File: config.mk
export PLATFORM = sky130hd
export DESIGN_NAME = fetchSequencer
export DESIGN_NICKNAME = d
export VERILOG_FILES = /design/src/memPkg.sv /design/src/fetchSequencer.sv
export SDC_FILE = /design/constraint.sdc
export NUM_CORES = 1
export LEC_CHECK = 0
export BUFFER_PORTS_ARGS = -buffer_cell sky130_fd_sc_hd__buf_2
export CORE_AREA = 2 2 76 92
export DETAILED_ROUTE_END_ITERATION = 16
export DIE_AREA = 0 0 78 94
export PLACE_DENSITY = 0.53
export SYNTH_ARGS = -nofsm -noshare
export SYNTH_HDL_FRONTEND = slang
export SYNTH_SLANG_ARGS = --single-unit
File: constraint.sdc
create_clock -name clk -period 3.35 [get_ports clk]
set_clock_uncertainty 0.2 [all_clocks]
set_input_delay 0.335 -clock clk [delete_from_list [all_inputs] [get_ports clk]]
set_output_delay 0.335 -clock clk [all_outputs]
set_load 0.005 [all_outputs]
File: src/memPkg.sv
package memPkg;

    // one RAM byte
    typedef logic [7:0] byte_t;

    // instruction or data word
    typedef logic [31:0] word_t;

    // byte address as the core sees it
    typedef logic [31:0] addr_t;

    // access length in bytes, 1, 2 or 4
    typedef logic [2:0] len_t;

    // one byte transfer on the RAM port
    typedef struct packed {
        logic  valid;
        logic  write;
        addr_t addr;
        byte_t wdata;
    } memReq_t;

endpackage

File: src/fetchSequencer.sv
module fetchSequencer (
    input  logic            clk,
    input  logic            rst,
    input  logic            rdy,
    input  logic            fetchEn,
    input  memPkg::addr_t   fetchAddr,
    input  logic            grant,
    input  memPkg::byte_t   rdata,
    output memPkg::memReq_t req,
    output logic            last,
    output logic            fetchDone,
    output memPkg::word_t   fetchInst
);

    typedef enum logic [1:0] {
        Idle,
        Issue,
        Finish
    } fetchState_t;

    fetchState_t   state;
    logic [1:0]    cnt;
    logic          pending;
    memPkg::word_t inst;

    // one byte read per granted cycle, in address order
    always_comb begin
        req.valid = fetchEn && (state != Finish);
        req.write = 1'b0;
        req.addr  = fetchAddr + memPkg::addr_t'(cnt);
        req.wdata = '0;
    end

    assign last = grant && (cnt == 2'd3);

    // byte 3 comes straight from the RAM in the finish cycle
    assign fetchDone = rdy && (state == Finish);
    assign fetchInst = {rdata, inst[31:8]};

    always_ff @(posedge clk) begin
        if (rst) begin
            state   <= Idle;
            cnt     <= '0;
            pending <= 1'b0;
        end else if (rdy) begin
            pending <= grant;
            if (grant) begin
                cnt   <= cnt + 2'd1;
                state <= last ? Finish : Issue;
            end else if (state == Finish) begin
                state <= Idle;
            end
        end
    end

    // little endian, newest byte enters at the top
    always_ff @(posedge clk) begin
        if (rdy && pending) begin
            inst <= {rdata, inst[31:8]};
        end
    end

    addrStable: assert property (
        @(posedge clk) disable iff (rst)
        (state != Idle) |-> $stable(fetchAddr)
    );

endmodule

Word-level counts from Yosys, hierarchy flattened
Cells that the tools add are included.

Bits in registers: 37. Input port bits: 45. Output and inout port bits: 76. Logic and storage cells: 19.

Add/sub/neg operators: 2. Equality and inequality tests: 3. Mux-type cells: 3. Reduce and logical (&&, ||, !) cells: 7.

Operator list (count): adder 32 x 2 -> 32 bit (1); 2-to-1 mux 2 bit (3); equality test 2 bit, second input constant (2); logical AND 1 bit (4); AND reduction 2 bit (2); adder 2 x 1 -> 2 bit, second input constant (1); != test 2 bit, second input constant (1); nonzero test 2 bit (1).

Depth between registers and ports, before layout
Word-level depth: 4. Mapped depth: 7. Gate-level depth less buffers: 7.

Least setup slack after synthesis
OpenSTA, ideal clock, no wires.

Kind: register to output. From: reg cnt[0]. To: out req[24] (netlist name). Data arrival time: 1.846 ns. Required time: 2.815 ns. Setup slack: 0.969 ns. Stages on the path, launching flop included: 8. Cells stage by stage: dfxtp_1 ha_1 inv_1 fa_1 and3b_1 nor4b_2 nand4_1 xnor2_1.

RTL lines: start: declaration (RTL line fetchSequencer.sv:22) `logic [1:0] cnt;`; start signal: assignment (RTL line fetchSequencer.sv:48) `cnt <= cnt + 2'd1;`; end: declaration (RTL line fetchSequencer.sv:9) `output memPkg::memReq_t req,`.

==> results.toml <==
[worst_setup_path]
worstPathArrival_ps = 2410
cp_max_fo = 9
slowest_delay_ps = 540
rr_endpoint = "inst[10]"
crit_buf_inv = 2
reg2reg_from = "pending"
worst_setup_path_start_kind = "flip-flop"
cp-end-kind = "output pin"
path_class = "reg2out"
slowest_stage = "nor3_2"
crit_chain = "ha_1, inv_1, fa_1, nor3_2, nand4_1, xnor2_1, buf_2"
path_delay_family = "simple AND/OR/NAND/NOR gates"
required_ps = 2810
rrSetupSlack_ps = 1660
r2r_cells = 1

[yosys]
synth_top_family_by_area = "simple AND/OR/NAND/NOR gates"
async_reset_ff_share_pct = 0
synth_flop_cell = "edfxtp_1"
syn_area_um2 = 1750
synth-seq-cells = 29
ys_warn_count = 0
synth_edf_count = 24
synth_mux_area_share_pct = 0
synthSimpleGateAreaFrac_pct = 21.5
seq_area_frac_synth_pct = 46.9
synth_adder_area_share_pct = 3.29
postSynthCellCount = 158
synth_xor_area_share_pct = 15.5
synth.avg_cell_area_um2 = 11.1
synth_cell_type_count = 33
synth_compound_area_share_pct = 2.50

[timing]
finalCritPeriodShare_pct = 88.0
finalHoldViolations = 0
drv_slew = 0
rsz0062_at_grt = "no"
max_slew_margin_pct = 33.6
tightest_slew_ps = 995
period_minus_slack_ps = 2950
fin_setup_tns_ps = 0
clock.fmax_mhz = 339
setup_violations = 0
worst_slack_ps = 402

[power_and_ir_drop]
p_clk_share_pct = 32.8
p_sw_mw = 0.190
share_seq_of_total_power_pct = 51.0
power_density_nw_per_um2 = 332
swShare_pct = 24.0
power.share.combinational_pct = 16.2
p_int_mw = 0.601
ir_drop_mv = 0.153
p_leak_nw = 1.05

[cts]
cts.htree.levels = 2
clk_pin_slew_worst_paths_ps = 60
post_cts_resized = 0
postCtsSetupBuffers = 0
clock-sinks = 29
cts_buffers = 5
cts_tree = "built"
holdBufCountCts = 0
clock_path_buffers = 2
clock_latency_ps = 270
cts-root-buf = "clkbuf_8"

[drt]
dr.pass1.iters = 4
remaining_drc_errors = 0
viasPerCell = 4.36
ant_nets = 0
dr_total_vias = 1532
drt_iter0_drc = 46
finalWirelength_um = 3930
wl_per_cell_um = 11.2

[min_path]
min_to = "inst[27]"
hold_start = "rdata[3]"
holdPathStages = 1
hp-class = "in2reg"

[finish]
synthToLayoutAreaGrowth_pct = 36.1
instances_no_fill = 351
final_common_cell = "buf_2"
nNetsFinal = 314
final_cell_mix = "111 x buf_2, 24 x xnor2_1, 24 x edfxtp_1, 12 x nand4_1, 10 x nand2_1"
diodes = 0
final_layout_size_suffix_gt1_share_pct = 45.9

[grt]
gr-usage-met3_pct = 4.90
antenna_found_initial = 1
grt_use_total_pct = 10.6
grt_first_pass_wirelength_um = 6180
grt_util_met1_pct = 11.0
busiest_layer = "met2"
met2_usage_pct = 19.0
grt_pass1_vias = 1411
grt_max_degree = 25
grt_overflow = 0

[floorplan]
die-area_um2 = 7330
io_pins = 121
initial_utilization_pct = 27.3
die_h_um = 94
coreArea_um2 = 6410
rows = 32
die_width_um = 78

[placement]
hpwl_um = 3200
dp.cells = 343
place.gp.congestion = 0.776
port_buffers = 111
place_worst_setup_slack_ps = 682

[status]
outcome = "finished clean"

[job]
drv_cap = 0
==> per-stage QoR <==
step	cell area [um2]	utilization (%)	power [mW]	hold slack, ps
4_1_cts	2380	37.2	0.808	34.6
2_1_floorplan	1780	-	0.474	204
5_1_grt	2380	37.2	0.840	31.1
6_report	2380	37.2	0.791	46.0
3_5_place_dp	2300	35.9	0.540	227
3_3_place_gp	2300	35.9	0.540	226
==> flip-flops by register name (all words and copies together) (netlist names) <==
name     flops
inst        24
cnt          2
state        2
pending      1
==> cell usage after synthesis, drive strengths merged (2+ instances only) <==
| library cell | instances | area (um2) |
|---|---|---|
| nor2 | 4 | 15.0 |
| xnor2 | 24 | 210 |
| buf | 20 | 149 |
| and3 | 6 | 37.5 |
| nand3 | 9 | 45.0 |
| nor4 | 2 | 27.5 |
| inv | 7 | 26.3 |
| xor2 | 7 | 61.3 |
| and2 | 3 | 18.8 |
| dfxtp | 5 | 100 |
| nand4b | 2 | 17.5 |
| nor3 | 3 | 20.0 |
| edfxtp | 24 | 721 |
| ha | 3 | 37.5 |
| nand2b | 2 | 12.5 |
| nand4 | 13 | 96.3 |
| and4 | 2 | 17.5 |
| nand2 | 10 | 37.5 |
| a21oi | 3 | 15.0 |
==> worst max path at each step <==
| stage | from | endpoint | cells past startpoint |
|---|---|---|---|
| 6_report | cnt[0] | req[38] | 7 |
| 3_5_place_dp | cnt[0] | req[16] | 7 |
| 5_1_grt | cnt[0] | req[28] | 7 |
| 4_1_cts | cnt[0] | req[38] | 7 |
| 3_3_place_gp | cnt[0] | req[24] | 8 |
| 2_1_floorplan | cnt[0] | req[24] | 7 |
==> area by class of cell <==
class,count,area (um2)
timing repair buffer,112,563
fill,677,4030
sequential,29,821
clock buffer,5,68.8
multi-input combinational,110,783
tap,85,106
inverter,7,26.3
clock inverter,3,12.5
==> power groups by stage <==
stage / Combinational (mW) / Sequential, mW / Clock (mW)
3_3_place_gp: 0.129 / 0.411 / 0
6_report: 0.128 / 0.404 / 0.259
2_1_floorplan: 0.0628 / 0.411 / 0
5_1_grt: 0.143 / 0.405 / 0.292
3_5_place_dp: 0.129 / 0.411 / 0
4_1_cts: 0.130 / 0.404 / 0.275
==> layer usage <==
layer	part of all wire [%]	wire length [um]
met5	0.28	11
met4	1.2	48
met3	13	501
met2	48	1890
met1	38	1480
==> logic make-up (layout without fill, tap and decap cells) <==
family,Yosys count,count (layout)
compound gates,7,7
xor+xnor,31,31
fa+ha+maj,4,4
buf+inv,27,127
flops,29,29
other cells,1,9
simple gates,59,59
Power figures use the tool's default switching activity.
