--- src/memPkg.sv ---
package memPkg;

    // one RAM byte
    typedef logic [7:0] byte_t;

    // instruction or data word
    typedef logic [31:0] word_t;

    // byte address as the core sees it
    typedef logic [31:0] addr_t;

    // access length in bytes, 1, 2 or 4
    typedef logic [2:0] len_t;

    // one byte transfer on the RAM port
    typedef struct packed {
        logic  valid;
        logic  write;
        addr_t addr;
        byte_t wdata;
    } memReq_t;

endpackage

--- src/dataSequencer.sv ---
module dataSequencer (
    input  logic            clk,
    input  logic            rst,
    input  logic            rdy,
    input  logic            dataEn,
    input  logic            dataWrite,
    input  memPkg::len_t    dataLen,
    input  memPkg::addr_t   dataAddr,
    input  memPkg::word_t   dataWdata,
    input  logic            grant,
    input  memPkg::byte_t   rdata,
    output memPkg::memReq_t req,
    output logic            last,
    output logic            dataDone,
    output memPkg::word_t   dataRdata
);

    typedef enum logic [1:0] {
        Idle,
        Load,
        LoadFinish,
        Store
    } dataState_t;

    dataState_t    state;
    memPkg::len_t  cnt;
    logic          pending;
    logic [1:0]    pendIdx;
    memPkg::word_t loadWord;

    always_comb begin
        req.valid = dataEn && (state != LoadFinish);
        req.write = dataWrite;
        req.addr  = dataAddr + memPkg::addr_t'(cnt);
        req.wdata = dataWdata[cnt[1:0]*8 +: 8];
    end

    assign last = grant && ((cnt + 3'd1) == dataLen);

    // stores finish on the last write and loads one cycle later
    assign dataDone = (rdy && (state == LoadFinish)) || (last && dataWrite);

    // merge the byte still on the RAM output
    always_comb begin
        dataRdata = loadWord;
        if (pending) begin
            dataRdata[pendIdx*8 +: 8] = rdata;
        end
    end

    always_ff @(posedge clk) begin
        if (rst) begin
            state   <= Idle;
            cnt     <= '0;
            pending <= 1'b0;
        end else if (rdy) begin
            pending <= grant && !dataWrite;
            if (grant) begin
                if (last) begin
                    cnt   <= '0;
                    state <= dataWrite ? Idle : LoadFinish;
                end else begin
                    cnt   <= cnt + 3'd1;
                    state <= dataWrite ? Store : Load;
                end
            end else if (state == LoadFinish) begin
                state <= Idle;
            end
        end
    end

    // upper bytes stay zero for short loads
    always_ff @(posedge clk) begin
        if (rdy) begin
            if (grant) begin
                pendIdx <= cnt[1:0];
            end
            if (state == Idle) begin
                loadWord <= '0;
            end else if (pending) begin
                loadWord[pendIdx*8 +: 8] <= rdata;
            end
        end
    end

    legalLen: assert property (
        @(posedge clk) disable iff (rst)
        dataEn |-> (dataLen inside {3'd1, 3'd2, 3'd4})
    );

    // the access type holds while the access runs
    opHeld: assert property (
        @(posedge clk) disable iff (rst)
        (state != Idle) |-> (dataWrite == (state == Store))
    );

endmodule

--- config.mk ---
export PLATFORM = sky130hd
export DESIGN_NAME = dataSequencer
export DESIGN_NICKNAME = d
export VERILOG_FILES = /design/src/memPkg.sv /design/src/dataSequencer.sv
export SDC_FILE = /design/constraint.sdc
export NUM_CORES = 1
export LEC_CHECK = 0
export BUFFER_PORTS_ARGS = -buffer_cell sky130_fd_sc_hd__buf_2
export CORE_UTILIZATION = 30
export CTS_CLUSTER_SIZE = 24
export DETAILED_ROUTE_END_ITERATION = 10
export HOLD_SLACK_MARGIN = 0.12
export PLACE_DENSITY_LB_ADDON = 0.1
export SLEW_MARGIN = 20
export SYNTH_ARGS = -nofsm -noshare
export SYNTH_HDL_FRONTEND = slang
export SYNTH_SLANG_ARGS = --single-unit
--- constraint.sdc ---
create_clock -name clk -period 4.1 [get_ports clk]
set_input_delay 0.615 -clock clk [delete_from_list [all_inputs] [get_ports clk]]
set_output_delay 0.615 -clock clk [all_outputs]
set_load 0.01 [all_outputs]
# ---- After elaboration in Yosys (flattened, before gate mapping)
# Cells that the tools add are included.
dict set report totals {
  reg_bits 40
  input_bits 81
  out_inout_bits 76
  elab_cells 33
}
dict set report op_classes {
  addsub 3
  eq_ne 3
  shift 3
  mux 8
  reduce_logical 11
}
# operator n
set ops {}
lappend ops {{5-bit negation with 34-bit output} 1}
lappend ops {{8-bit by 34-bit variable shift with 32-bit output, first input constant} 1}
lappend ops {{8-bit by 34-bit indexed part select with 32-bit output} 1}
lappend ops {{32-bit by 3-bit adder with 32-bit output} 1}
lappend ops {{32-bit bitwise mux} 1}
lappend ops {{32-bit two-way mux} 1}
lappend ops {{32-bit by 6-bit indexed part select with 8-bit output} 1}
lappend ops {{2-bit two-way mux} 5}
lappend ops {{1-bit logical AND} 5}
lappend ops {{2-bit AND reduction} 2}
lappend ops {{3-bit by 1-bit adder with 3-bit output, second input constant} 1}
lappend ops {{3-bit equality test} 1}
lappend ops {{3-bit two-way mux} 1}
lappend ops {{2-bit equality test, second input constant} 1}
lappend ops {{2-bit zero test} 1}
lappend ops {{2-bit != test, second input constant} 1}
lappend ops {{2-bit nonzero test} 1}
lappend ops {{1-bit zero test} 1}
lappend ops {{1-bit logical OR} 1}

# ---- Logic depth before layout (Yosys ltp)
dict set report depth {
  ltp_word 5
  ltp_mapped 7
  ltp_nobuf 7
}

# ---- Worst setup path after synthesis
# No wires, ideal clock.
dict set report synth_path {
  kind {input port to output port}
  startpoint {input port dataAddr[0]}
  endpoint {output port req[38] (netlist name)}
  t_arrival_ps 2215
  required_ps 3485
  path_slack_ps 1270
  stages 6
  path_buffers 0
  path_cell_list {ha_1 > fa_1 > a21oi_1 > or3b_2 > or4_4 > xnor2_2}
}
# element line_no
set synth_rtl {}
lappend synth_rtl {{start: declaration} dataSequencer.sv:8} ;# input memPkg::addr_t dataAddr,
lappend synth_rtl {{end: declaration} dataSequencer.sv:12} ;# output memPkg::memReq_t req,

==> results.tsv <==
metric	value	unit
status	complete, no violations	
Crit. Startpoint	cnt[0]$_SDFFE_PP0P_	
WHS Endpoint	state[1]$_SDFFE_PP0P_	
DRC viols	0	
EDFF count, synth	34	
VDD IR max	0.145	mV
R2R Path Start	pendIdx[0]$_DFFE_PP_	
largest family of logic cells by synthesized area	compound AO/OA/AOI/OAI gates	
CTS Buf Count	5	
XOR/XNOR Fraction of Synth Area	10.3	%
peak per-stage delay on the critical path	0.79	ns
antenna-violating nets left	0	
I/O Buffers	156	
Clock Sinks	40	
Root Driver	clkbuf_8	
Post-Syn Nets	366	
mean routed wirelength per cell	15.4	µm
synth top area cells	edfxtp_1 35%, a22o_1 9.6%, o21a_1 8.2%	
crit start category	flop	
Longest Clk Path Bufs	2	
min-delay src	state[1]$_SDFFE_PP0P_	
RSZ-0062 raised after global routing	no	
GRT Residual Overflow	0	
area leader, netlist	edfxtp_1	
Chip Width	101	µm
CP Class	reg -> out	
Post-CTS Setup Inserts	0	
met3 Use GR	4.30	%
final WL	8.65	mm
post-DR vias/cell	5.06	
die area	10200	µm²
nets	523	
r2r endpoint	loadWord[2]$_SDFFCE_PN0P_	
share of cells above drive strength 1	43.5	%
Core ar.	9370	µm²
multiplexer share of the synthesized area	6.15	%
Power per Cell Area	265	nW/µm²
CTS tree	built	
Slew headroom	37.1	%
Ys Warns	0	
initial antenna violation count	0	
Leak Pwr	1.74	nW
#FFs+latches synth	40	
crit share post-route	82.6	%
Synth Area in Compound Gates	20.8	%
Initial Util	31.3	%
CTS H-tree depth	2	
Setup TNS Final	0	ns
critical path arrival	2.77	ns
ys async rst share	0	%
grt met2 use	29.1	%
first drt pass iteration count	4	
Gate Count Post-Synth	274	
Hold Buf Count CTS	0	
total design power	0.00105	W
Mapped Avg Cell Area	10.7	µm²
ANT cells	0	
Critical Path End Type	output pin	
Crit Path Max Fanout	14	
Tightest Hold Check Type	reg -> reg	
Worst Skew	0.00944	ns
vias in the first global route	2783	
commonest non-fill, non-tap cells in the layout	156 x buf_2, 34 x edfxtp_1, 32 x a22o_1, 32 x o21a_1, 22 x xnor2_1	
r2r setup slk	1.61	ns
CP Cell Sequence	buf_4 -> ha_1 -> fa_1 -> a21oi_1 -> nor4_1 -> nand4_1 -> xnor2_1 -> buf_2	
largest net degree at the start of global routing	37	
GRT Max-Usage Layer	met2	
Iter 0 DRT Violations	133	
total number of vias	2838	
cell area after synthesis	2930	µm²
global placer's final weighted congestion	0.803	
commonest non-fill, non-tap cell in the layout	buf_2	
Layout area overhead	35.8	%
sequential area share after synthesis	38.9	%
minimum clock period	3.39	ns
clk_lat worst skew	0.29	ns
final hold viol count	0	
FF-to-FF path depth	6	
Final setup viols	0	
Die Y	101	µm
simple-gate area share of the yosys netlist	16.2	%
f_max	295	MHz
met1 Track Usage GR	22.8	%
post-cts resize count	0	
clk slew on worst S/H paths	0.07	ns
Max-cap violations	0	
worst slew pin tran	0.935	ns
worst hold stages	2	
Core Rows	35	
first-pass GRT wire length	13.8	mm
Total GRT Usage	17.4	%
post-synth top area share	34.8	%
worst path required time	3.48	ns
adder-cell share of the synthesized area	4.95	%
max-slew violation count	0	
Detail Placement HPWL	6.43	mm
IO Pins	157	
Yosys cell types	39	
slowest cell on the critical path	nor4_1	
ys flop type	edfxtp_1	
-- metrics by stage --
step           cell area, µm²  hold WS, ns  util (%)  cells  setup slack [ns]
2_1_floorplan            2930        0.502         -    274              1.27
3_3_place_gp             3870        0.522      41.3    553             0.965
3_5_place_dp             3870        0.533      41.3    553             0.931
4_1_cts                  3980        0.553      42.5    561             0.712
5_1_grt                  3980        0.574      42.5    561             0.398
6_report                 3980        0.549      42.5    561             0.713
-- logic make-up after synthesis --
logic type	count (synthesis)
adder cells (fa/ha/maj)	11
XOR/XNOR	32
multiplexers	8
buffers and inverters	20
AO/OA/AOI/OAI	78
AND/OR/NAND/NOR	85
flip-flops	40
-- state kept, by name (all words and copies together) (netlist names) --
name and cells:
state 2, loadWord 32, pendIdx 2, pending 1
cnt 3
-- final cells by class --
cell class | count | area [µm²]
clock inverters | 2 | 35.0
clock buffers | 6 | 72.6
inverters | 7 | 26.3
well taps | 129 | 161
repair buffers | 163 | 833
flip-flops and latches | 40 | 1140
fillers | 988 | 5390
multi-input cells | 214 | 1710
-- layer usage --
metal | up-vias | wire length [µm] | part of all wire (%)
li1 | 1381 | - | -
met1 | 1339 | 3900 | 45
met2 | 116 | 4120 | 48
met3 | 2 | 588 | 6.8
met4 | 0 | 47 | 0.54
met5 | - | 0 | 0
-- worst max-delay path: cells and delay by family, from the launching register on --
kind            cells  cell delay (ns)
compound gates      1             0.13
xor+xnor            1             0.18
fa+ha+maj           2             0.48
buf+inv             2             0.39
flops               1             0.31
simple gates        2             1.00
-- worst max path at each step --
stage | endpoint | slack [ns] | depth (start not counted)
after floorplan | req[38] | 1.27 | 6
final | req[34] | 0.71 | 8
after CTS | req[36] | 0.71 | 8
after global routing | req[24] | 0.40 | 8
after detailed placement | req[36] | 0.93 | 8
after global placement | req[36] | 0.96 | 8
-- where the power goes --
group          switching, W  internal (W)
Combinational      0.000141      0.000124
Clock              0.000135      0.000181
Sequential       0.00000712      0.000467
-- Yosys cell counts, drive strengths merged, types with 4 or more instances --
cell type   n
nand3      13
nor3        6
nor4        4
o21a       32
edfxtp     34
a22o       32
nor2       13
xor2        8
nand2      17
inv         7
dfxtp       6
clkbuf     10
ha         10
xnor2      23
and3        6
nand4      14
a21oi       4
mux4        8
Note: power is estimated with default switching activity, not from simulation.
