`config.mk`:
```
export PLATFORM = sky130hd
export DESIGN_NAME = ramArbiter
export DESIGN_NICKNAME = d
export VERILOG_FILES = /design/src/memPkg.sv /design/src/ramArbiter.sv
export SDC_FILE = /design/constraint.sdc
export NUM_CORES = 1
export LEC_CHECK = 0
export BUFFER_PORTS_ARGS = -buffer_cell sky130_fd_sc_hd__clkbuf_2
export CORE_AREA = 2 2 57 59
export CTS_BUF_LIST = sky130_fd_sc_hd__clkbuf_4 sky130_fd_sc_hd__clkbuf_8 sky130_fd_sc_hd__clkbuf_16
export CTS_CLUSTER_DIAMETER = 60
export DETAILED_ROUTE_END_ITERATION = 16
export DIE_AREA = 0 0 59 61
export PLACE_DENSITY = 0.79
export REMOVE_ABC_BUFFERS = 1
export SLEW_MARGIN = 20
export SYNTH_ARGS = -nofsm -noshare
export SYNTH_HDL_FRONTEND = slang
export SYNTH_SLANG_ARGS = --single-unit
```
`constraint.sdc`:
```
create_clock -name clk -period 4.65 [get_ports clk]
set_clock_uncertainty 0.1 [all_clocks]
set_input_delay 0.93 -clock clk [delete_from_list [all_inputs] [get_ports clk]]
set_output_delay 0.93 -clock clk [all_outputs]
set_load 0.05 [all_outputs]
```
`src/memPkg.sv`:
```
package memPkg;

    // one RAM byte
    typedef logic [7:0] byte_t;

    // instruction or data word
    typedef logic [31:0] word_t;

    // byte address as the core sees it
    typedef logic [31:0] addr_t;

    // access length in bytes, 1, 2 or 4
    typedef logic [2:0] len_t;

    // one byte transfer on the RAM port
    typedef struct packed {
        logic  valid;
        logic  write;
        addr_t addr;
        byte_t wdata;
    } memReq_t;

endpackage

```
`src/ramArbiter.sv`:
```
module ramArbiter (
    input  logic            clk,
    input  logic            rst,
    input  logic            rdy,
    input  memPkg::memReq_t fetchReq,
    input  memPkg::memReq_t dataReq,
    input  logic            fetchLast,
    input  logic            dataLast,
    input  memPkg::byte_t   ramRdata,
    output logic            fetchGrant,
    output logic            dataGrant,
    output memPkg::memReq_t ramReq,
    output memPkg::byte_t   rdataOut
);

    typedef enum logic [1:0] {
        OwnNone,
        OwnFetch,
        OwnData
    } owner_t;

    owner_t owner;

    // data goes first unless an owner holds the lock
    always_comb begin
        fetchGrant = 1'b0;
        dataGrant  = 1'b0;
        if (rdy) begin
            case (owner)
                OwnFetch: fetchGrant = fetchReq.valid;
                OwnData:  dataGrant  = dataReq.valid;
                default: begin
                    if (dataReq.valid) begin
                        dataGrant = 1'b1;
                    end else begin
                        fetchGrant = fetchReq.valid;
                    end
                end
            endcase
        end
    end

    always_comb begin
        ramReq = '0;
        if (dataGrant) begin
            ramReq = dataReq;
        end else if (fetchGrant) begin
            ramReq = fetchReq;
        end
    end

    // both sequencers see the byte and pick their own
    assign rdataOut = ramRdata;

    always_ff @(posedge clk) begin
        if (rst) begin
            owner <= OwnNone;
        end else if (dataGrant) begin
            owner <= dataLast ? OwnNone : OwnData;
        end else if (fetchGrant) begin
            owner <= fetchLast ? OwnNone : OwnFetch;
        end
    end

    // a locked owner keeps requesting until its last byte
    lockHeld: assert property (
        @(posedge clk) disable iff (rst)
        ((owner != OwnFetch) || fetchReq.valid) && ((owner != OwnData) || dataReq.valid)
    );

endmodule

```
Yosys cells after proc, flatten, opt, wreduce, memory -nomap -nowiden
Cells that the tools add are included.
{"block": "totals", "ramBits": 0, "inputBits": 97, "out_inout_bits": 52, "register_bits": 2, "word_cells": 16, "mem_bits_ro": 0, "latchBits": 0, "n_memories": 0}
{"block": "op_classes", "n_shift": 0, "add_sub_neg": 0, "bitwise": 0, "reduce_logical": 1, "div": 0, "mul": 0, "order_cmp": 0, "mux": 12, "n_eq_ne": 2}
{"op": "2-to-1 mux 42 bit", "n": 2}
{"op": "2-to-1 mux 2 bit", "n": 3}
{"op": "2-to-1 mux 1 bit", "n": 5}
{"op": "one-hot mux 1 bit (2 select lines)", "n": 2}
{"op": "equality test 2 x 1 -> 1 bit, second input constant", "n": 1}
{"op": "equality test 2 bit, second input constant", "n": 1}
{"op": "nonzero test 2 bit", "n": 1}

Logic depth before layout (Yosys ltp)
Gate-level depths: netlist (run 1).
{"block": "depth", "ltp_word": 5, "mapped_depth": 7, "ltp_nobuf": 5}

Least setup slack after synthesis (run 1)
Ideal clock, no wire load.
{"block": "synth_timing", "path_type": "input-to-output", "start": "in dataReq[41] in the netlist's numbering", "end": "out ramReq[32] in the netlist's numbering", "required_time_ns": 3.620, "t_arrival_ns": 2.041, "path_slack_ns": 1.579, "path_buffers": 1, "cell_stages": 4, "path_cell_list": "nand2b_1 > a21oi_4 > buf_6 > a22o_1"}
{"element": "start: declaration", "line": "ramArbiter.sv:6", "text": "input memPkg::memReq_t dataReq,"}
{"element": "end: declaration", "line": "ramArbiter.sv:12", "text": "output memPkg::memReq_t ramReq,"}

==> metrics.txt, run 1 <==
# TYPE chip_impl_metric gauge
chip_impl_info{name="outcome",value="completed"} 1
chip_impl_metric{name="layout.filler_cells",unit=""} 328
chip_impl_metric{name="timing.critical_path.slowest_cell_delay",unit="ns"} 0.39
chip_impl_metric{name="finalWorstPathRequiredPeriod",unit="ns"} 3.235
chip_impl_metric{name="vdd_ir_drop_max",unit="V"} 0.0001005
chip_impl_metric{name="timing_max_transition_violations_final",unit=""} 0
chip_impl_metric{name="core_region_area",unit="sq um"} 2953
chip_impl_metric{name="layout-drive-gt1-share",unit="%"} 73.33
chip_impl_metric{name="ios",unit=""} 149
chip_impl_metric{name="layout-area-overhead-vs-synth",unit="%"} 86.35
chip_impl_metric{name="globalplace.congestion",unit=""} 0.8030
chip_impl_metric{name="diode_insertion_count_for_antenna_repair",unit=""} 0
chip_impl_metric{name="reg2reg_depth",unit=""} 6
chip_impl_metric{name="power.share.clock",unit="%"} 15.5
chip_impl_metric{name="finalSetupTns",unit="ns"} 0
chip_impl_metric{name="num-nets-final",unit=""} 295
chip_impl_metric{name="floorplan.rows",unit=""} 20
chip_impl_info{name="top_library_cells_by_usage_in_the_layout_fill_and_taps_aside",value="132 x clkbuf_2, 41 x a22o_1, 3 x clkbuf_4, 3 x buf_4"} 1
chip_impl_metric{name="route.vias.total",unit=""} 1080
chip_impl_metric{name="m1WireLength",unit="microns"} 1064
chip_impl_info{name="hold_path.class",value="register to register"} 1
chip_impl_metric{name="grt_max_degree",unit=""} 46
chip_impl_metric{name="post-route-util",unit="%"} 42.80
chip_impl_metric{name="ctsHtreeMaxLevel",unit=""} 1
chip_impl_metric{name="synth.distinct_cells",unit=""} 16
chip_impl_metric{name="wl_met3",unit="microns"} 421
chip_impl_info{name="setup.worst_path.class",value="primary input to primary output"} 1
chip_impl_metric{name="clock_tree.buffer_depth",unit=""} 2
chip_impl_metric{name="cp_max_fo",unit=""} 45
chip_impl_info{name="timing.critical_path.cells",value="clkbuf_2 > nand2b_1 > a21oi_4 > buf_4 > a22o_1 > clkbuf_2"} 1
chip_impl_metric{name="layout_worst_path_cycle_share",unit="%"} 69.57
chip_impl_metric{name="power.density",unit="nW/um^2"} 195.1
chip_impl_metric{name="start_util",unit="%"} 22.97
chip_impl_metric{name="largest_register_ffs",unit=""} 2
chip_impl_metric{name="holdPathStages",unit=""} 2
chip_impl_metric{name="first_global_vias",unit=""} 954
chip_impl_metric{name="synth.ff_latch_count",unit=""} 2
chip_impl_metric{name="avgSynthCellArea",unit="sq um"} 9.164
chip_impl_metric{name="cts_inserted_buffers",unit=""} 3
chip_impl_metric{name="internal-power",unit="uW"} 109.7
chip_impl_metric{name="share_comb_of_total_power",unit="%"} 77.1
chip_impl_metric{name="max_freq",unit="MHz"} 309.1
chip_impl_metric{name="grt_first_pass_wirelength",unit="microns"} 4160
chip_impl_metric{name="grt_usage",unit="%"} 15.18
chip_impl_metric{name="number_of_cells_upsized_or_downsized_after_cts",unit=""} 0
chip_impl_metric{name="height_of_the_die",unit="microns"} 61
chip_impl_metric{name="worst_skew_pair.late_latency",unit="ns"} 0.23
chip_impl_metric{name="power.net_switching",unit="uW"} 136.8
chip_impl_metric{name="routedWlPerCell",unit="microns"} 13.33
chip_impl_metric{name="final_setup_violation_count",unit=""} 0
chip_impl_metric{name="port_buffers",unit=""} 132
chip_impl_metric{name="cts_hold_buffers",unit=""} 0
chip_impl_metric{name="max_cap_viol_count",unit=""} 0
chip_impl_metric{name="required",unit="ns"} 3.62
chip_impl_metric{name="gr-total-overflow",unit=""} 0
chip_impl_metric{name="synth-seq-area-share",unit="%"} 5.904
chip_impl_metric{name="finalHoldViolations",unit=""} 0
chip_impl_metric{name="reg2reg_setup_slack",unit="ns"} 2.74
chip_impl_info{name="tritoncts",value="yes"} 1
chip_impl_metric{name="drc_errors",unit=""} 0
chip_impl_info{name="clock-root-buffer",value="clkbuf_4"} 1
chip_impl_info{name="layout_top_registers",value="owner x2"} 1
chip_impl_metric{name="post_synth_inst_count",unit=""} 74
chip_impl_metric{name="total_routed_length",unit="microns"} 3039
chip_impl_metric{name="crit_arrival",unit="ns"} 2.20
chip_impl_metric{name="seq_power_share",unit="%"} 7.4
chip_impl_metric{name="drtAntennaViolNets",unit=""} 0
chip_impl_metric{name="fp.dieArea",unit="sq um"} 3599
chip_impl_info{name="cp_slowest_cell",value="buf_4"} 1
chip_impl_info{name="worst_setup_path_start_kind",value="primary input"} 1
chip_impl_metric{name="post_cts_buffers",unit=""} 0
chip_impl_metric{name="least_margin_pin_slew",unit="ns"} 0.4373
chip_impl_metric{name="detailed_routing_iterations_pass_1",unit=""} 4
chip_impl_metric{name="dr.first_iter.drc_count",unit=""} 23
chip_impl_info{name="setup.worst_path.end_class",value="primary output"} 1
chip_impl_metric{name="clkSlewWorstSetupHoldPaths",unit="ns"} 0.03
chip_impl_metric{name="swShare",unit="%"} 55.49
chip_impl_metric{name="met2RoutedLength",unit="microns"} 1553
chip_impl_metric{name="initial_antenna_violation_count",unit=""} 0
chip_impl_info{name="grt_setup_unrepaired",value="false"} 1
chip_impl_metric{name="chipWidth",unit="microns"} 59
chip_impl_metric{name="synthesis.yosys.warnings",unit=""} 0
chip_impl_metric{name="tritoncts_num_sinks",unit=""} 2
chip_impl_metric{name="detailedPlacementHpwl",unit="microns"} 2607
chip_impl_metric{name="synth.cell_area",unit="sq um"} 678.2
chip_impl_info{name="regMostFlops",value="owner"} 1
chip_impl_metric{name="max-slew-margin-rel",unit="%"} 70.85
chip_impl_metric{name="p_leak",unit="uW"} 0.0008056
chip_impl_info{name="maxUsedRoutingLayer",value="met3"} 1
chip_impl_metric{name="vias_per_cell",unit=""} 4.737
chip_impl_info{name="cell_mode_on_critical_path",value="clkbuf_2"} 1
chip_impl_info{name="layout_commonest_cell",value="clkbuf_2"} 1
[Yosys cell counts (all sizes together)]
| master | instances | area share [%] |
|---|---|---|
| a22o | 41 | 53 |
| mux2 | 1 | 1.7 |
| nand2 | 2 | 1.1 |
| a21oi | 1 | 2.4 |
| o41ai | 1 | 2.4 |
| nor3b | 1 | 1.1 |
| nor2 | 2 | 1.1 |
| nand2b | 2 | 3.0 |
| or2 | 1 | 0.92 |
| buf | 17 | 24 |
| dfxtp | 2 | 5.9 |
| ha | 1 | 1.8 |
| and3b | 1 | 1.3 |
| inv | 1 | 0.55 |
[cell families (layout without fill, tap and decap cells)]
logic type | count (synthesis) | count (layout) | share of synthesized area, %
mux | 1 | 1 | 1.660
compound gates | 43 | 43 | 57.75
buf+inv | 18 | 139 | 24.35
flops | 2 | 2 | 5.904
simple gates | 9 | 9 | 8.489
fa+ha+maj | 1 | 1 | 1.845
[power groups by stage]
stage | logic [uW] | clock network [uW] | registers (uW)
5_1_grt | 201 | 41.8 | 18.3
4_1_cts | 191 | 39.9 | 18.2
3_3_place_gp | 189 | 0 | 18.4
2_1_floorplan | 125 | 0 | 18.4
3_5_place_dp | 191 | 0 | 18.4
6_report | 190 | 38.2 | 18.2
[routing by layer]
layer  up-vias  GRT usage, %
met1       471         16.60
li1        538             -
met2        71         25.08
met5         -             0
met4         0         2.273
met3         0         10.23
[path summary, 6_finish.rpt]
path	startpoint	endpoint
max	dataReq[41]	ramReq[13]
min	owner[1]$_SDFFE_PP0P_	owner[1]$_SDFFE_PP0P_
max reg2reg	owner[1]$_SDFFE_PP0P_	owner[0]$_SDFFE_PP0P_
min reg2reg	owner[1]$_SDFFE_PP0P_	owner[1]$_SDFFE_PP0P_
[per-stage QoR]
stage / cell area [sq um] / hold slack, ns / worst slack, ns / cells / total power [uW]
floorplan: 516.7 / 0.3696 / 0.8594 / 57 / 143.7
global placement: 1241 / 0.3779 / 1.433 / 225 / 207.2
detailed placement: 1241 / 0.4061 / 1.406 / 225 / 209.1
CTS: 1264 / 0.4103 / 1.407 / 228 / 249.1
global route: 1264 / 0.4314 / 1.297 / 228 / 261.1
finish: 1264 / 0.4065 / 1.415 / 228 / 246.5
[critical path, delay by kind of cell]
| kind | cells | cell delay, ns |
|---|---|---|
| buf+inv | 3 | 0.76 |
| compound gates | 2 | 0.32 |
| simple gates | 1 | 0.17 |
[area by class of cell]
class	count	area [sq um]	share of cell area (%)
sequential	2	40.04	3.168
multi-input combinational	54	473.0	37.43
timing repair buffer	135	683.2	54.06
clock buffer	3	22.52	1.782
tap	33	41.29	3.267
inverter	1	3.754	0.2970
No activity file was read; power rests on OpenSTA's default activity.
==> inputs of run 2 (changes only) <==
- ABC_AREA: unset -> 1
- CORE_AREA: 2 2 57 59 -> 2 2 58 60
- DIE_AREA: 0 0 59 61 -> 0 0 60 62
- PLACE_DENSITY: 0.79 -> 0.8
- clock period: 4.65 -> 3.2 ns (I/O delays scaled with it)
==> run 2 against run 1 <==
Cell count grew 43%; routed wire length shrank 15%; sequential share of layout area shrank 0.27 points; cell area is 9.3% higher; synthesized area increased by 14%; power increased by 49%; largest power group unchanged; core utilization grew 0.65 points; die area grew 3.4%.
==> metrics.txt, run 2 <==
# TYPE chip_impl_metric gauge
chip_impl_info{name="outcome",value="completed"} 1
chip_impl_metric{name="ios",unit=""} 149
chip_impl_metric{name="port_buffers",unit=""} 132
chip_impl_metric{name="cts_hold_buffers",unit=""} 0
chip_impl_info{name="regMostFlops",value="owner"} 1
chip_impl_metric{name="detailed_routing_iterations_pass_1",unit=""} 4
chip_impl_metric{name="layout-drive-gt1-share",unit="%"} 52.86
chip_impl_metric{name="fp.dieArea",unit="sq um"} 3720
chip_impl_metric{name="layout.cells.non_filler",unit=""} 326
chip_impl_metric{name="yosysTopAreaCellShare",unit="%"} 57.19
chip_impl_metric{name="cts_inserted_buffers",unit=""} 3
chip_impl_info{name="clock-root-buffer",value="clkbuf_4"} 1
chip_impl_metric{name="worst_skew_pair.late_latency",unit="ns"} 0.22
chip_impl_metric{name="p_leak",unit="uW"} 0.001003
chip_impl_metric{name="vias_per_cell",unit=""} 4.037
chip_impl_metric{name="power.density",unit="nW/um^2"} 265.1
chip_impl_metric{name="post_cts_buffers",unit=""} 0
chip_impl_metric{name="max_freq",unit="MHz"} 372.6
chip_impl_metric{name="height_of_the_die",unit="microns"} 62
chip_impl_metric{name="number_of_cells_upsized_or_downsized_after_cts",unit=""} 0
chip_impl_info{name="setup.worst_path.end_class",value="primary output"} 1
chip_impl_metric{name="final_area",unit="sq um"} 1381
chip_impl_info{name="reg2reg_from",value="owner[1]$_SDFFE_PP0P_"} 1
chip_impl_info{name="layout_top_registers",value="owner x2"} 1
chip_impl_metric{name="synth_enable_flop_cells",unit=""} 0
chip_impl_info{name="grt_setup_unrepaired",value="false"} 1
chip_impl_metric{name="share_of_synthesized_flip_flops_with_an_asynchronous_set_or_reset",unit="%"} 0
chip_impl_metric{name="num-nets-final",unit=""} 380
chip_impl_metric{name="placedCellCount",unit=""} 323
chip_impl_metric{name="worst_hold_slack",unit="ns"} 0.3865
chip_impl_metric{name="layout.filler_cells",unit=""} 354
chip_impl_metric{name="core_region_area",unit="sq um"} 3179
chip_impl_metric{name="grt_usage",unit="%"} 11.28
chip_impl_metric{name="least_margin_pin_slew",unit="ns"} 0.6218
chip_impl_info{name="worst_hold_startpoint",value="owner[1]$_SDFFE_PP0P_"} 1
chip_impl_metric{name="start_util",unit="%"} 24.36
chip_impl_metric{name="post_synth_inst_count",unit=""} 161
chip_impl_metric{name="placement.cell_area",unit="sq um"} 1359
chip_impl_metric{name="finalWorstPathRequiredPeriod",unit="ns"} 2.684
chip_impl_metric{name="synth-seq-area-share",unit="%"} 5.170
chip_impl_info{name="synth_most_common_cell",value="nand2_1"} 1
chip_impl_metric{name="post-route-util",unit="%"} 43.45
chip_impl_metric{name="floorplan.rows",unit=""} 21
chip_impl_metric{name="synthesis.yosys.warnings",unit=""} 0
chip_impl_metric{name="route.vias.total",unit=""} 1316
chip_impl_metric{name="vdd_ir_drop_max",unit="V"} 0.0002062
chip_impl_metric{name="layout-area-overhead-vs-synth",unit="%"} 78.35
chip_impl_metric{name="drc_errors",unit=""} 0
chip_impl_metric{name="total_routed_length",unit="microns"} 2583
chip_impl_info{name="worst_setup_path_start_kind",value="register"} 1
chip_impl_metric{name="clock_tree.buffer_depth",unit=""} 2
chip_impl_info{name="top_library_cells_by_usage_in_the_layout_fill_and_taps_aside",value="132 x clkbuf_2, 118 x nand2_1, 9 x nand2_2"} 1
chip_impl_info{name="worst_setup_path_startpoint",value="owner[1]$_SDFFE_PP0P_"} 1
chip_impl_info{name="synthDominantAreaCellType",value="nand2_1"} 1
chip_impl_metric{name="timing_max_transition_violations_final",unit=""} 0
chip_impl_metric{name="initial_antenna_violation_count",unit=""} 0
chip_impl_metric{name="drtAntennaViolNets",unit=""} 0
chip_impl_info{name="hold_path.class",value="register to register"} 1
chip_impl_metric{name="synth.cell_area",unit="sq um"} 774.5
chip_impl_info{name="synthTopCellsByCount",value="118 x nand2_1, 9 x nand2_2, 8 x buf_4, 4 x buf_2, 4 x inv_1"} 1
chip_impl_metric{name="layout_worst_path_cycle_share",unit="%"} 83.88
chip_impl_info{name="setup.worst_path.class",value="register to primary output"} 1
chip_impl_metric{name="grt_max_degree",unit=""} 43
chip_impl_metric{name="max-slew-margin-rel",unit="%"} 58.48
chip_impl_metric{name="crit_arrival",unit="ns"} 1.94
chip_impl_metric{name="clkSlewWorstSetupHoldPaths",unit="ns"} 0.03
chip_impl_metric{name="finalSetupTns",unit="ns"} 0
chip_impl_metric{name="finalHoldViolations",unit=""} 0
chip_impl_info{name="synth.top_cells.by_area",value="nand2_1 57%, buf_4 7.8%, nand2_2 7.3%"} 1
chip_impl_metric{name="max_cap_viol_count",unit=""} 0
chip_impl_metric{name="synth.distinct_cells",unit=""} 18
chip_impl_metric{name="dr.first_iter.drc_count",unit=""} 33
chip_impl_metric{name="final_setup_violation_count",unit=""} 0
chip_impl_metric{name="gr-total-overflow",unit=""} 0
chip_impl_metric{name="routedWlPerCell",unit="microns"} 7.923
chip_impl_metric{name="tritoncts_num_sinks",unit=""} 2
chip_impl_metric{name="avgSynthCellArea",unit="sq um"} 4.811
chip_impl_metric{name="synth.ff_latch_count",unit=""} 2
chip_impl_metric{name="ctsHtreeMaxLevel",unit=""} 1
chip_impl_metric{name="detailedPlacementHpwl",unit="microns"} 2170
chip_impl_metric{name="largest_register_ffs",unit=""} 2
chip_impl_metric{name="diode_insertion_count_for_antenna_repair",unit=""} 0
chip_impl_metric{name="cp_max_fo",unit=""} 42
chip_impl_metric{name="first_global_vias",unit=""} 959
chip_impl_info{name="layout_commonest_cell",value="clkbuf_2"} 1
chip_impl_info{name="tritoncts",value="yes"} 1
chip_impl_metric{name="grt_first_pass_wirelength",unit="microns"} 3394
chip_impl_metric{name="chipWidth",unit="microns"} 60
chip_impl_metric{name="required",unit="ns"} 2.46
chip_impl_metric{name="globalplace.congestion",unit=""} 0.7540
chip_impl_info{name="synthFlopType",value="dfxtp_1"} 1
-- run 2: per-layer routing --
layer	global-route usage [%]	up-vias	wire (microns)
li1	-	708	-
met1	10.99	524	954
met2	23.29	84	1322
met3	3.106	0	306
met4	2.540	0	0
met5	0	-	0
-- run 2: logic make-up (layout without fill, tap and decap cells) --
| group | after synthesis | count (layout) | synth area share (%) |
|---|---|---|---|
| AO/OA/AOI/OAI | 2 | 2 | 1.292 |
| flip-flops | 2 | 2 | 5.170 |
| AND/OR/NAND/NOR | 133 | 133 | 70.92 |
| adder cells (fa/ha/maj) | 1 | 1 | 1.615 |
| buffers and inverters | 23 | 142 | 21.00 |
-- run 2: area by class of cell --
type	count	area [sq um]	area share, %
multi-input combinational	136	571.8	41.40
timing repair buffer	132	660.6	47.83
clock buffer	3	22.52	1.630
inverter	7	28.78	2.083
tap	46	57.56	4.167
sequential	2	40.04	2.899
-- run 2: worst paths after layout --
| kind | slack, ns | endpoint | depth (start not counted) |
|---|---|---|---|
| min | 0.39 | owner[1]$_SDFFE_PP0P_ | 2 |
| min reg2reg | 0.39 | owner[1]$_SDFFE_PP0P_ | 2 |
| max reg2reg | 1.91 | owner[0]$_SDFFE_PP0P_ | 7 |
| max | 0.52 | ramReq[12] | 9 |
-- run 2: where the power goes --
group          switching (uW)  internal, uW
clock                    14.2          41.4
combinational             204          80.2
sequential              0.475          26.1
-- run 2: worst max-delay path: stages (launching register included) --
cell,delay (ns)
dfxtp_1,0.31
inv_1,0.04
ha_1,0.28
inv_1,0.04
nand2_1,0.12
nand3_4,0.11
inv_4,0.34
nand2_1,0.10
nand2_1,0.08
clkbuf_2,0.27
-- run 2: per-stage QoR --
step | power (uW) | worst slack, ns
after detailed placement | 312.5 | 0.6065
after floorplan | 217.1 | 0.7433
final | 366.2 | 0.5160
after global placement | 310.7 | 0.6199
after global routing | 394.8 | 0.3024
after CTS | 370.7 | 0.5043
